File: src/common/fe_consts.svh
/*
 * Fetch frontend constants.
 * Address and instruction widths, table depths and the reset fetch address.
 */

`ifndef FE_CONSTS_SVH
`define FE_CONSTS_SVH

// ------------------------------
// widths
// ------------------------------
`define FE_VLEN 32
`define FE_ILEN 32

// first fetch after reset
`define FE_BOOT_ADDR 32'h8000_0000

// ------------------------------
// predictor and queue sizes
// ------------------------------
// one counter per word address, indexed from pc bit 2
`define FE_BHT_ENTRIES 16
`define FE_RAS_DEPTH 2
// power of two, the queue pointers wrap naturally
`define FE_QUEUE_DEPTH 4

`endif

File: src/common/fe_pkg.sv
/*
 * Fetch frontend types.
 * Control-flow kinds, major opcodes and the structs passed between blocks.
 */

`include "fe_consts.svh"

package fe_pkg;

    // control-flow class of a fetched instruction
    typedef enum logic [2:0] {
        NO_CF,
        BRANCH,
        JUMP,
        JUMPR,
        RETURN
    } cf_e;

    // major opcodes seen by the predecoder, real RV32I encodings
    typedef enum logic [6:0] {
        OP_BRANCH = 7'b1100011,
        OP_JAL    = 7'b1101111,
        OP_JALR   = 7'b1100111,
        // op-imm stands for everything that is not control flow
        OP_OTHER  = 7'b0010011
    } opcode_e;

    // ------------------------------
    // memory port
    // ------------------------------
    typedef struct packed {
        logic               req;
        logic [`FE_VLEN-1:0] addr;
    } fetch_req_t;

    typedef struct packed {
        logic               valid;
        logic [`FE_ILEN-1:0] data;
    } fetch_rsp_t;

    // branch outcome from the back end
    typedef struct packed {
        logic               valid;
        logic [`FE_VLEN-1:0] pc;
        logic [`FE_VLEN-1:0] target;
        logic               is_taken;
        logic               is_mispredict;
        cf_e                cf;
    } bp_resolve_t;

    // ------------------------------
    // predictors
    // ------------------------------
    typedef struct packed {
        logic valid;
        logic taken;
    } bht_pred_t;

    typedef struct packed {
        logic               valid;
        logic [`FE_VLEN-1:0] pc;
        logic               taken;
    } bht_update_t;

    typedef struct packed {
        logic               valid;
        logic [`FE_VLEN-1:0] ra;
    } ras_entry_t;

    // one instruction toward the back end
    typedef struct packed {
        logic [`FE_VLEN-1:0] pc;
        logic [`FE_ILEN-1:0] instr;
        cf_e                cf;
        logic               predict_taken;
        logic [`FE_VLEN-1:0] predict_target;
    } fetch_entry_t;

endpackage

File: src/hdl/bht.sv
/*
 * Branch history table.
 * One 2-bit saturating counter per word address, trained by resolved branches.
 */

`include "fe_consts.svh"

module bht #(
    parameter int unsigned NR_ENTRIES = `FE_BHT_ENTRIES
) (
    input  logic                clk_i,
    input  logic                rst_ni,
    input  logic                flush_i,
    input  logic [`FE_VLEN-1:0] pc_i,
    input  fe_pkg::bht_update_t update_i,
    output fe_pkg::bht_pred_t   prediction_o
);

    localparam int unsigned IDX_W = $clog2(NR_ENTRIES);

    logic [NR_ENTRIES-1:0]      valid_q;
    logic [NR_ENTRIES-1:0][1:0] cnt_q;
    logic [IDX_W-1:0]           rd_idx;
    logic [IDX_W-1:0]           wr_idx;
    logic [1:0]                 cnt_base;
    logic [1:0]                 cnt_next;

    // word index, pc bits from bit 2 upward
    assign rd_idx = pc_i[IDX_W+1:2];
    assign wr_idx = update_i.pc[IDX_W+1:2];

    // taken from weakly taken upward
    assign prediction_o.valid = valid_q[rd_idx];
    assign prediction_o.taken = cnt_q[rd_idx][1];

    // a fresh entry counts from weakly not taken
    always_comb begin
        cnt_base = valid_q[wr_idx] ? cnt_q[wr_idx] : 2'd1;
        cnt_next = cnt_base;
        if (update_i.taken && cnt_base != 2'd3) begin
            cnt_next = cnt_base + 2'd1;
        end else if (!update_i.taken && cnt_base != 2'd0) begin
            cnt_next = cnt_base - 2'd1;
        end
    end

    always_ff @(posedge clk_i or negedge rst_ni) begin
        if (!rst_ni) begin
            valid_q <= '0;
        end else if (flush_i) begin
            valid_q <= '0;
        end else if (update_i.valid) begin
            valid_q[wr_idx] <= 1'b1;
        end
    end

    always_ff @(posedge clk_i) begin
        if (update_i.valid) begin
            cnt_q[wr_idx] <= cnt_next;
        end
    end

endmodule

File: src/hdl/ras.sv
/*
 * Return address stack.
 * Shift stack, entry 0 is the top; the oldest entry falls off on overflow.
 */

`include "fe_consts.svh"

module ras #(
    parameter int unsigned DEPTH = `FE_RAS_DEPTH
) (
    input  logic                clk_i,
    input  logic                rst_ni,
    input  logic                flush_i,
    input  logic                push_i,
    input  logic                pop_i,
    input  logic [`FE_VLEN-1:0] data_i,
    output fe_pkg::ras_entry_t  top_o
);

    fe_pkg::ras_entry_t [DEPTH-1:0] stack_q;

    assign top_o = stack_q[0];

    always_ff @(posedge clk_i or negedge rst_ni) begin
        if (!rst_ni) begin
            stack_q <= '0;
        end else if (flush_i) begin
            stack_q <= '0;
        end else if (push_i) begin
            // shift down, bottom entry is lost when full
            stack_q[0].valid <= 1'b1;
            stack_q[0].ra    <= data_i;
            for (int i = 1; i < DEPTH; i++) begin
                stack_q[i] <= stack_q[i-1];
            end
        end else if (pop_i) begin
            // shift up, an empty slot enters at the bottom
            for (int i = 0; i < DEPTH - 1; i++) begin
                stack_q[i] <= stack_q[i+1];
            end
            stack_q[DEPTH-1] <= '0;
        end
    end

    // a single instruction is either a call or a return, never both
    assert property (@(posedge clk_i) disable iff (!rst_ni) !(push_i && pop_i));

endmodule

File: src/frontend/pc_gen.sv
/*
 * Next-PC generation.
 * Issues one fetch at a time, drops stale responses and applies
 * the redirect priority commit, exception, eret, mispredict, prediction.
 */

`include "fe_consts.svh"

module pc_gen (
    input  logic                clk_i,
    input  logic                rst_ni,
    input  logic                fetch_rsp_valid_i,
    input  logic                predict_taken_i,
    input  logic [`FE_VLEN-1:0] predict_target_i,
    input  fe_pkg::bp_resolve_t resolved_branch_i,
    input  logic                eret_i,
    input  logic [`FE_VLEN-1:0] epc_i,
    input  logic                ex_valid_i,
    input  logic [`FE_VLEN-1:0] trap_vector_base_i,
    input  logic                set_pc_commit_i,
    input  logic [`FE_VLEN-1:0] pc_commit_i,
    input  logic                queue_full_i,
    output fe_pkg::fetch_req_t  fetch_req_o,
    output logic [`FE_VLEN-1:0] fetch_pc_o,
    output logic                accept_o,
    output logic                redirect_o
);

    localparam logic [`FE_VLEN-1:0] INSTR_BYTES = 4;

    logic [`FE_VLEN-1:0] npc_d, npc_q;
    logic [`FE_VLEN-1:0] inflight_pc_q;
    logic                started_q;
    logic                outstanding_q;
    logic                stale_q;
    logic                mispredict;
    logic                req;

    assign mispredict = resolved_branch_i.valid & resolved_branch_i.is_mispredict;
    assign redirect_o = set_pc_commit_i | ex_valid_i | eret_i | mispredict;

    // first request one cycle after reset, then only with a free queue slot
    assign req              = started_q & ~outstanding_q & ~queue_full_i;
    assign fetch_req_o.req  = req;
    assign fetch_req_o.addr = npc_q;
    assign fetch_pc_o       = inflight_pc_q;

    // a redirect now or in the request cycle makes the response stale
    assign accept_o = fetch_rsp_valid_i & outstanding_q & ~stale_q & ~redirect_o;

    // ------------------------------
    // next pc by redirect priority
    // ------------------------------
    always_comb begin
        npc_d = npc_q;
        if (set_pc_commit_i) begin
            npc_d = pc_commit_i + INSTR_BYTES;
        end else if (ex_valid_i) begin
            npc_d = trap_vector_base_i;
        end else if (eret_i) begin
            npc_d = epc_i;
        end else if (mispredict) begin
            npc_d = resolved_branch_i.target;
        end else if (accept_o && predict_taken_i) begin
            npc_d = predict_target_i;
        end else if (accept_o) begin
            npc_d = inflight_pc_q + INSTR_BYTES;
        end
    end

    always_ff @(posedge clk_i or negedge rst_ni) begin
        if (!rst_ni) begin
            npc_q         <= `FE_BOOT_ADDR;
            started_q     <= 1'b0;
            outstanding_q <= 1'b0;
            stale_q       <= 1'b0;
        end else begin
            started_q <= 1'b1;
            npc_q     <= npc_d;
            if (req) begin
                outstanding_q <= 1'b1;
                stale_q       <= redirect_o;
            end else if (outstanding_q) begin
                // memory answers in exactly the next cycle
                outstanding_q <= 1'b0;
                stale_q       <= 1'b0;
            end
        end
    end

    // address of the word in flight
    always_ff @(posedge clk_i) begin
        if (req) begin
            inflight_pc_q <= npc_q;
        end
    end

    // memory answers in exactly the cycle after each request and never otherwise
    assert property (@(posedge clk_i) disable iff (!rst_ni) fetch_rsp_valid_i == outstanding_q);

endmodule

File: src/frontend/predecode.sv
/*
 * Predecoder.
 * Classifies the fetched word and predicts its direction and target
 * from the immediate, the BHT and the RAS.
 */

`include "fe_consts.svh"

module predecode (
    input  logic                 accept_i,
    input  logic [`FE_VLEN-1:0]  pc_i,
    input  logic [`FE_ILEN-1:0]  instr_i,
    input  fe_pkg::bht_pred_t    bht_i,
    input  fe_pkg::ras_entry_t   ras_i,
    output fe_pkg::fetch_entry_t entry_o,
    output logic                 ras_push_o,
    output logic                 ras_pop_o,
    output logic [`FE_VLEN-1:0]  ras_data_o
);

    fe_pkg::opcode_e     opcode;
    logic [4:0]          rd;
    logic [4:0]          rs1;
    logic                rd_link;
    logic                rs1_link;
    logic [`FE_VLEN-1:0] imm_j;
    logic [`FE_VLEN-1:0] imm_b;
    logic [`FE_VLEN-1:0] pc_seq;

    assign rd  = instr_i[11:7];
    assign rs1 = instr_i[19:15];
    // x1 and x5 are the link registers
    assign rd_link  = (rd == 5'd1) || (rd == 5'd5);
    assign rs1_link = (rs1 == 5'd1) || (rs1 == 5'd5);

    // sign-extended jump and branch offsets
    assign imm_j = {{(`FE_VLEN-20){instr_i[31]}}, instr_i[19:12], instr_i[20],
                    instr_i[30:21], 1'b0};
    assign imm_b = {{(`FE_VLEN-12){instr_i[31]}}, instr_i[7], instr_i[30:25],
                    instr_i[11:8], 1'b0};

    assign pc_seq     = pc_i + `FE_VLEN'(4);
    // calls always link to the next word
    assign ras_data_o = pc_seq;

    always_comb begin
        case (instr_i[6:0])
            fe_pkg::OP_BRANCH: opcode = fe_pkg::OP_BRANCH;
            fe_pkg::OP_JAL:    opcode = fe_pkg::OP_JAL;
            fe_pkg::OP_JALR:   opcode = fe_pkg::OP_JALR;
            default:           opcode = fe_pkg::OP_OTHER;
        endcase
    end

    // ------------------------------
    // classification and prediction
    // ------------------------------
    always_comb begin
        entry_o.pc             = pc_i;
        entry_o.instr          = instr_i;
        entry_o.cf             = fe_pkg::NO_CF;
        entry_o.predict_taken  = 1'b0;
        entry_o.predict_target = pc_seq;
        ras_push_o             = 1'b0;
        ras_pop_o              = 1'b0;
        case (opcode)
            fe_pkg::OP_JAL: begin
                entry_o.cf             = fe_pkg::JUMP;
                entry_o.predict_taken  = 1'b1;
                entry_o.predict_target = pc_i + imm_j;
                ras_push_o             = accept_i & rd_link;
            end
            fe_pkg::OP_JALR: begin
                if (rd == 5'd0 && rs1_link) begin
                    // return, only predicted while the stack holds an address
                    entry_o.cf            = fe_pkg::RETURN;
                    entry_o.predict_taken = ras_i.valid;
                    if (ras_i.valid) begin
                        entry_o.predict_target = ras_i.ra;
                    end
                    ras_pop_o = accept_i & ras_i.valid;
                end else begin
                    // no BTB, register jumps fall through
                    entry_o.cf = fe_pkg::JUMPR;
                    ras_push_o = accept_i & rd_link;
                end
            end
            fe_pkg::OP_BRANCH: begin
                entry_o.cf = fe_pkg::BRANCH;
                // cold entry: backward taken, forward not taken
                entry_o.predict_taken  = bht_i.valid ? bht_i.taken : imm_b[`FE_VLEN-1];
                entry_o.predict_target = pc_i + imm_b;
            end
            default: begin
                entry_o.cf = fe_pkg::NO_CF;
            end
        endcase
    end

endmodule

File: src/frontend/fetch_queue.sv
/*
 * Fetch queue.
 * Circular FIFO of predecoded entries with a valid/ready output.
 */

`include "fe_consts.svh"

module fetch_queue #(
    parameter int unsigned DEPTH = `FE_QUEUE_DEPTH
) (
    input  logic                 clk_i,
    input  logic                 rst_ni,
    input  logic                 flush_i,
    input  logic                 push_i,
    input  fe_pkg::fetch_entry_t entry_i,
    output logic                 full_o,
    output fe_pkg::fetch_entry_t entry_o,
    output logic                 valid_o,
    input  logic                 ready_i
);

    localparam int unsigned PTR_W = $clog2(DEPTH);

    fe_pkg::fetch_entry_t mem_q [DEPTH];
    logic [PTR_W-1:0]     wptr_q;
    logic [PTR_W-1:0]     rptr_q;
    logic [PTR_W:0]       count_q;
    logic                 pop;

    assign valid_o = (count_q != '0);
    assign full_o  = (count_q == (PTR_W+1)'(DEPTH));
    assign entry_o = mem_q[rptr_q];
    assign pop     = valid_o & ready_i;

    // ------------------------------
    // pointers and fill level
    // ------------------------------
    always_ff @(posedge clk_i or negedge rst_ni) begin
        if (!rst_ni) begin
            wptr_q  <= '0;
            rptr_q  <= '0;
            count_q <= '0;
        end else if (flush_i) begin
            // redirect drops everything fetched so far
            wptr_q  <= '0;
            rptr_q  <= '0;
            count_q <= '0;
        end else begin
            if (push_i) begin
                wptr_q <= wptr_q + 1'b1;
            end
            if (pop) begin
                rptr_q <= rptr_q + 1'b1;
            end
            case ({push_i, pop})
                2'b10:   count_q <= count_q + 1'b1;
                2'b01:   count_q <= count_q - 1'b1;
                default: count_q <= count_q;
            endcase
        end
    end

    // storage
    always_ff @(posedge clk_i) begin
        if (push_i) begin
            mem_q[wptr_q] <= entry_i;
        end
    end

    // pc_gen only fetches with a free slot
    assert property (@(posedge clk_i) disable iff (!rst_ni) push_i |-> !full_o);

endmodule

File: src/frontend/frontend_top.sv
/*
 * Fetch frontend top level.
 * Connects next-PC generation, predecode, BHT, RAS and the fetch queue.
 */

`include "fe_consts.svh"

module frontend_top (
    input  logic                 clk_i,
    input  logic                 rst_ni,
    // back end resolution strobe
    input  fe_pkg::bp_resolve_t  resolved_branch_i,
    // redirect sources
    input  logic                 eret_i,
    input  logic [`FE_VLEN-1:0]  epc_i,
    input  logic                 ex_valid_i,
    input  logic [`FE_VLEN-1:0]  trap_vector_base_i,
    input  logic                 set_pc_commit_i,
    input  logic [`FE_VLEN-1:0]  pc_commit_i,
    input  logic                 flush_bp_i,
    // instruction memory
    output fe_pkg::fetch_req_t   fetch_req_o,
    input  fe_pkg::fetch_rsp_t   fetch_rsp_i,
    // toward the back end
    output fe_pkg::fetch_entry_t fetch_entry_o,
    output logic                 fetch_entry_valid_o,
    input  logic                 fetch_entry_ready_i
);

    logic [`FE_VLEN-1:0]  fetch_pc;
    logic [`FE_VLEN-1:0]  ras_data;
    logic                 accept;
    logic                 redirect;
    logic                 queue_full;
    logic                 ras_push;
    logic                 ras_pop;
    fe_pkg::fetch_entry_t entry;
    fe_pkg::bht_pred_t    bht_pred;
    fe_pkg::bht_update_t  bht_update;
    fe_pkg::ras_entry_t   ras_top;

    // only conditional branches train the counters
    assign bht_update.valid = resolved_branch_i.valid & (resolved_branch_i.cf == fe_pkg::BRANCH);
    assign bht_update.pc    = resolved_branch_i.pc;
    assign bht_update.taken = resolved_branch_i.is_taken;

    pc_gen i_pc_gen (
        .clk_i              (clk_i),
        .rst_ni             (rst_ni),
        .fetch_rsp_valid_i  (fetch_rsp_i.valid),
        .predict_taken_i    (entry.predict_taken),
        .predict_target_i   (entry.predict_target),
        .resolved_branch_i  (resolved_branch_i),
        .eret_i             (eret_i),
        .epc_i              (epc_i),
        .ex_valid_i         (ex_valid_i),
        .trap_vector_base_i (trap_vector_base_i),
        .set_pc_commit_i    (set_pc_commit_i),
        .pc_commit_i        (pc_commit_i),
        .queue_full_i       (queue_full),
        .fetch_req_o        (fetch_req_o),
        .fetch_pc_o         (fetch_pc),
        .accept_o           (accept),
        .redirect_o         (redirect)
    );

    predecode i_predecode (
        .accept_i   (accept),
        .pc_i       (fetch_pc),
        .instr_i    (fetch_rsp_i.data),
        .bht_i      (bht_pred),
        .ras_i      (ras_top),
        .entry_o    (entry),
        .ras_push_o (ras_push),
        .ras_pop_o  (ras_pop),
        .ras_data_o (ras_data)
    );

    bht #(
        .NR_ENTRIES (`FE_BHT_ENTRIES)
    ) i_bht (
        .clk_i        (clk_i),
        .rst_ni       (rst_ni),
        .flush_i      (flush_bp_i),
        .pc_i         (fetch_pc),
        .update_i     (bht_update),
        .prediction_o (bht_pred)
    );

    // stack is dropped on every redirect so wrong-path calls leave no trace
    ras #(
        .DEPTH (`FE_RAS_DEPTH)
    ) i_ras (
        .clk_i   (clk_i),
        .rst_ni  (rst_ni),
        .flush_i (flush_bp_i | redirect),
        .push_i  (ras_push),
        .pop_i   (ras_pop),
        .data_i  (ras_data),
        .top_o   (ras_top)
    );

    fetch_queue #(
        .DEPTH (`FE_QUEUE_DEPTH)
    ) i_fetch_queue (
        .clk_i   (clk_i),
        .rst_ni  (rst_ni),
        .flush_i (redirect),
        .push_i  (accept),
        .entry_i (entry),
        .full_o  (queue_full),
        .entry_o (fetch_entry_o),
        .valid_o (fetch_entry_valid_o),
        .ready_i (fetch_entry_ready_i)
    );

endmodule

File: config.mk
export PLATFORM = sky130hd
export DESIGN_NAME = frontend_top
export DESIGN_NICKNAME = d
export VERILOG_FILES = /design/src/common/fe_pkg.sv /design/src/hdl/bht.sv /design/src/hdl/ras.sv /design/src/frontend/pc_gen.sv /design/src/frontend/predecode.sv /design/src/frontend/fetch_queue.sv /design/src/frontend/frontend_top.sv
export VERILOG_INCLUDE_DIRS = /design/src /design/src/common
export SDC_FILE = /design/constraint.sdc
export NUM_CORES = 1
export LEC_CHECK = 0
export BUFFER_PORTS_ARGS = -buffer_cell sky130_fd_sc_hd__buf_2
export CAP_MARGIN = 10
export CORE_MARGIN = 5
export CORE_UTILIZATION = 50
export CTS_BUF_LIST = sky130_fd_sc_hd__clkbuf_8
export CTS_CLUSTER_SIZE = 28
export DETAILED_ROUTE_END_ITERATION = 8
export GPL_TIMING_DRIVEN = 0
export PLACE_DENSITY = 0.73
export REMOVE_ABC_BUFFERS = 1
export SLEW_MARGIN = 20
export SYNTH_ARGS = -nofsm -noshare
export SYNTH_HDL_FRONTEND = slang
export SYNTH_SLANG_ARGS = --single-unit
File: constraint.sdc
create_clock -name clk_i -period 3.88 [get_ports clk_i]
set_input_delay 0.388 -clock clk_i [delete_from_list [all_inputs] [get_ports clk_i]]
set_output_delay 0.388 -clock clk_i [all_outputs]
set_load 0.005 [all_outputs]
==> summary.txt <==
Outcome
  – Outcome: complete, no violations

Clock network
  – Clk pin slew, worst setup/hold paths: 0.06 ns
  – Root buf cell: clkbuf_8
  – TritonCTS Buffers: 93
  – CTS sink count: 588
  – Clock Tree Buf Depth: 3
  – Worst-skew pair later-pin latency: 0.70 ns
  – CTS tree: yes
  – H-tree depth: 3

Die
  – Die Area: 59200 um2
  – Starting density of the core: 50.5%
  – Core Area: 53900 um2
  – Site Rows: 85
  – Die Y: 243 um
  – Ports: 340
  – Die Width: 243 um

Detailed routing
  – Vias: 19548
  – Remaining DRCs: 0
  – Drt wl/cell: 27.1 um
  – Remaining antenna violation count after routing: 0
  – DR iter-0 viols: 1995
  – WL final: 84.0 mm
  – Vias per cell: 6.31
  – DR pass1 iterations: 6

Yosys
  – Netlist Area Pre-Place: 27200 um2
  – Synth Register Bits: 588
  – EDFF count, synth: 464
  – Synthesized area per cell: 14.0 um2
  – Post-Synthesis Cells: 1952
  – Sequential fraction of the synthesis area: 62.6%
  – Async set or reset register ratio after synthesis: 21.1%
  – Distinct cell type count after synthesis: 84
  – Main synth FF type: edfxtp_1
  – Synthesis warning total: 0

STA
  – Relative slew slack: 22.1%
  – FMAX: 263 MHz
  – Max Slew Vio Count: 0
  – Final Skew: 0.0358 ns
  – Setup violators final: 0
  – Worst Tran Pin Value: 1.17 ns
  – Tmin final: 3.81 ns
  – Setup TNS: 0 ns
  – Fin. Hold Viols: 0
  – RSZ-0062 raised after global routing: false
  – Hold Slack: 0.0632 ns
  – Fin crit share: 98.1%

Global routing
  – Largest net degree at the start of global routing: 71
  – GR Overflow Total: 0
  – Antenna violations before repair: 5
  – Vias in the first global route: 19518
  – First-pass GRT wire length: 124 mm
  – Total global-route track usage: 27.9%

Critical path
  – Critical path type: flip-flop to flip-flop
  – Reg2reg setup slack: 0.07 ns
  – Endpoint type of the worst setup path: flip-flop
  – Crit path max fanout: 61
  – Reg2Reg Depth: 6
  – CP arrival: 4.43 ns
  – Req. time, crit path: 4.50 ns
  – FF-to-FF Start: i_pc_gen.stale_q
  – CP Launch Type: flip-flop
  – Reg-to-reg critical path endpoint: i_ras.stack_q[44]

Layout
  – Layout net count: 2575
  – Most frequent cells in the layout: edfxtp_1 (464), buf_2 (310), nand2_1 (168), nor2_1 (133), o21ai_0 (122)
  – Layout cells sized above 1: 27.4%
  – P&R area growth vs syn: 18.6%
  – Layout fillers: 4147
  – Commonest non-fill, non-tap cell in the layout: edfxtp_1

Power
  – Power, Total: 13400 uW
  – Power per cell area: 415 nW/um2
  – Peak VDD IR: 0.000253 V
  – P_leak: 0.0117 uW

Placed design
  – Detailed placement HPWL: 58.0 mm
  – Final GP Congestion: 0.914
  – Port bufs: 311

Worst hold path
  – Hold Path Sink: i_pc_gen.npc_q[0]
  – Hold path depth: 3
  – Hold_sp: trap_vector_base_i[0]
  – Worst hold path class: input port to flip-flop

Flow run
  – Max-cap violation count: 0
## synth_stat cells, types with 7 or more instances
cell type | count | area share, %
nor2_1 | 137 | 1.9
edfxtp_1 | 464 | 51
o21a_1 | 7 | 0.19
o31ai_1 | 7 | 0.19
mux2i_1 | 18 | 0.66
or3_1 | 11 | 0.25
buf_1 | 18 | 0.25
nand3_1 | 53 | 0.97
o21ai_0 | 123 | 2.3
a21oi_1 | 86 | 1.6
a21o_1 | 22 | 0.61
clkbuf_1 | 77 | 1.1
nand2b_1 | 10 | 0.23
nand4_1 | 23 | 0.53
xnor2_1 | 45 | 1.4
mux4_2 | 121 | 10
dfrtp_1 | 123 | 11
a221o_1 | 10 | 0.37
inv_1 | 19 | 0.26
o22ai_1 | 9 | 0.21
a22oi_1 | 15 | 0.41
nor2b_1 | 8 | 0.18
nor3_1 | 25 | 0.46
and3_1 | 28 | 0.64
o21ai_1 | 13 | 0.24
a22o_1 | 34 | 1.1
xor2_1 | 38 | 1.2
o221ai_1 | 10 | 0.32
and2_1 | 14 | 0.32
nand2_1 | 172 | 2.4
a221oi_1 | 7 | 0.23
o211ai_1 | 13 | 0.36
ha_1 | 43 | 2.0
a31oi_1 | 17 | 0.39
nor4_1 | 8 | 0.18
a211oi_1 | 19 | 0.52
and4_1 | 9 | 0.29
buf_2 | 14 | 0.26
## layer usage
metal  track usage [%]  wire length [um]  up-vias
met4              10.3              3020        6
met1              38.2             32900     9741
met2              43.4             38900     1207
li1                  -                 -     8400
met5                 0                50        -
met3              7.30              9120      194
## where the power goes
part | internal (uW) | total, uW | switching [uW]
registers | 6920 | 7040 | 121
clock network | 2690 | 5120 | 2430
logic | 465 | 1250 | 786
total | 10100 | 13400 | 3340
## cells by family (layout without fill, tap and decap cells)
family	count (synthesis)	count (layout)	synth area share, %
AO/OA/AOI/OAI	434	434	10.5
other	1	3	0.0138
XOR/XNOR	83	83	2.67
multiplexers	148	148	11.2
flip-flops	588	588	62.6
adder cells (fa/ha/maj)	45	45	2.12
buffers and inverters	136	585	2.08
AND/OR/NAND/NOR	517	517	8.91
## sequential cells by signal (all words and copies together) (netlist names)
register / count
i_fetch_queue.mem_q: 400
i_ras.stack_q: 33
i_ras.top_o: 33
i_bht.cnt_q: 32
i_pc_gen.fetch_pc_o: 32
i_pc_gen.npc_q: 32
i_bht.valid_q: 16
i_fetch_queue.count_q: 3
i_fetch_queue.rptr_q: 2
i_fetch_queue.wptr_q: 2
i_pc_gen.outstanding_q: 1
i_pc_gen.stale_q: 1
i_pc_gen.started_q: 1
## critical path, cell delays in order, from the launching register on
cell,delay (ns)
dfrtp_1,0.37
nand3b_1,0.73
nor2_2,0.76
and4_4,0.84
and2_2,0.58
buf_16,0.23
a22o_1,0.17
## final cells by class
class / count / area (um2) / share of cell area (%)
well taps: 696 / 871 / 2.70
diodes: 2 / 5.00 / 0.0155
flip-flops and latches: 588 / 17000 / 52.8
clock buffers: 105 / 1450 / 4.47
clock inverters: 67 / 379 / 1.17
repair buffers: 393 / 2720 / 8.43
inverters: 20 / 81.3 / 0.252
multi-input cells: 1228 / 9750 / 30.2
## worst max-delay path by stage
stage                       startpoint                         end  slack, ns  cells after the start
2_1_floorplan  i_fetch_queue.rptr_q[0]            fetch_entry_o[0]      -1.10                      1
3_3_place_gp                    eret_i  i_fetch_queue.mem_q[0][91]      -4.67                      5
3_5_place_dp           set_pc_commit_i          i_pc_gen.npc_q[22]      -2.31                      9
4_1_cts                 fetch_rsp_i[4]          i_pc_gen.npc_q[25]       0.03                     15
5_1_grt               i_pc_gen.stale_q           i_ras.stack_q[46]       0.06                      6
6_report              i_pc_gen.stale_q           i_ras.stack_q[44]       0.07                      6
## stage by stage
stage | utilization, % | setup slack [ns] | cell area [um2] | instances
floorplan | - | -1.10 | 26700 | 1836
global placement | 54.1 | -4.67 | 29200 | 2843
finish | 59.9 | 0.0724 | 32300 | 3099
global route | 59.9 | 0.0561 | 32300 | 3098
detailed placement | 55.4 | -2.31 | 29900 | 2868
CTS | 59.7 | 0.0323 | 32200 | 3088
## what timing repair did
item | in CTS | in global routing
hold buffers | 41 | 0
setup buffers | 7 | 9
gates resized for setup | 8 | 6
pin swaps | 3 | 0
hold endpoints to repair | 189 | 0
endpoints found under the setup margin | 165 | 23
Note: power is estimated with default switching activity, not from simulation.
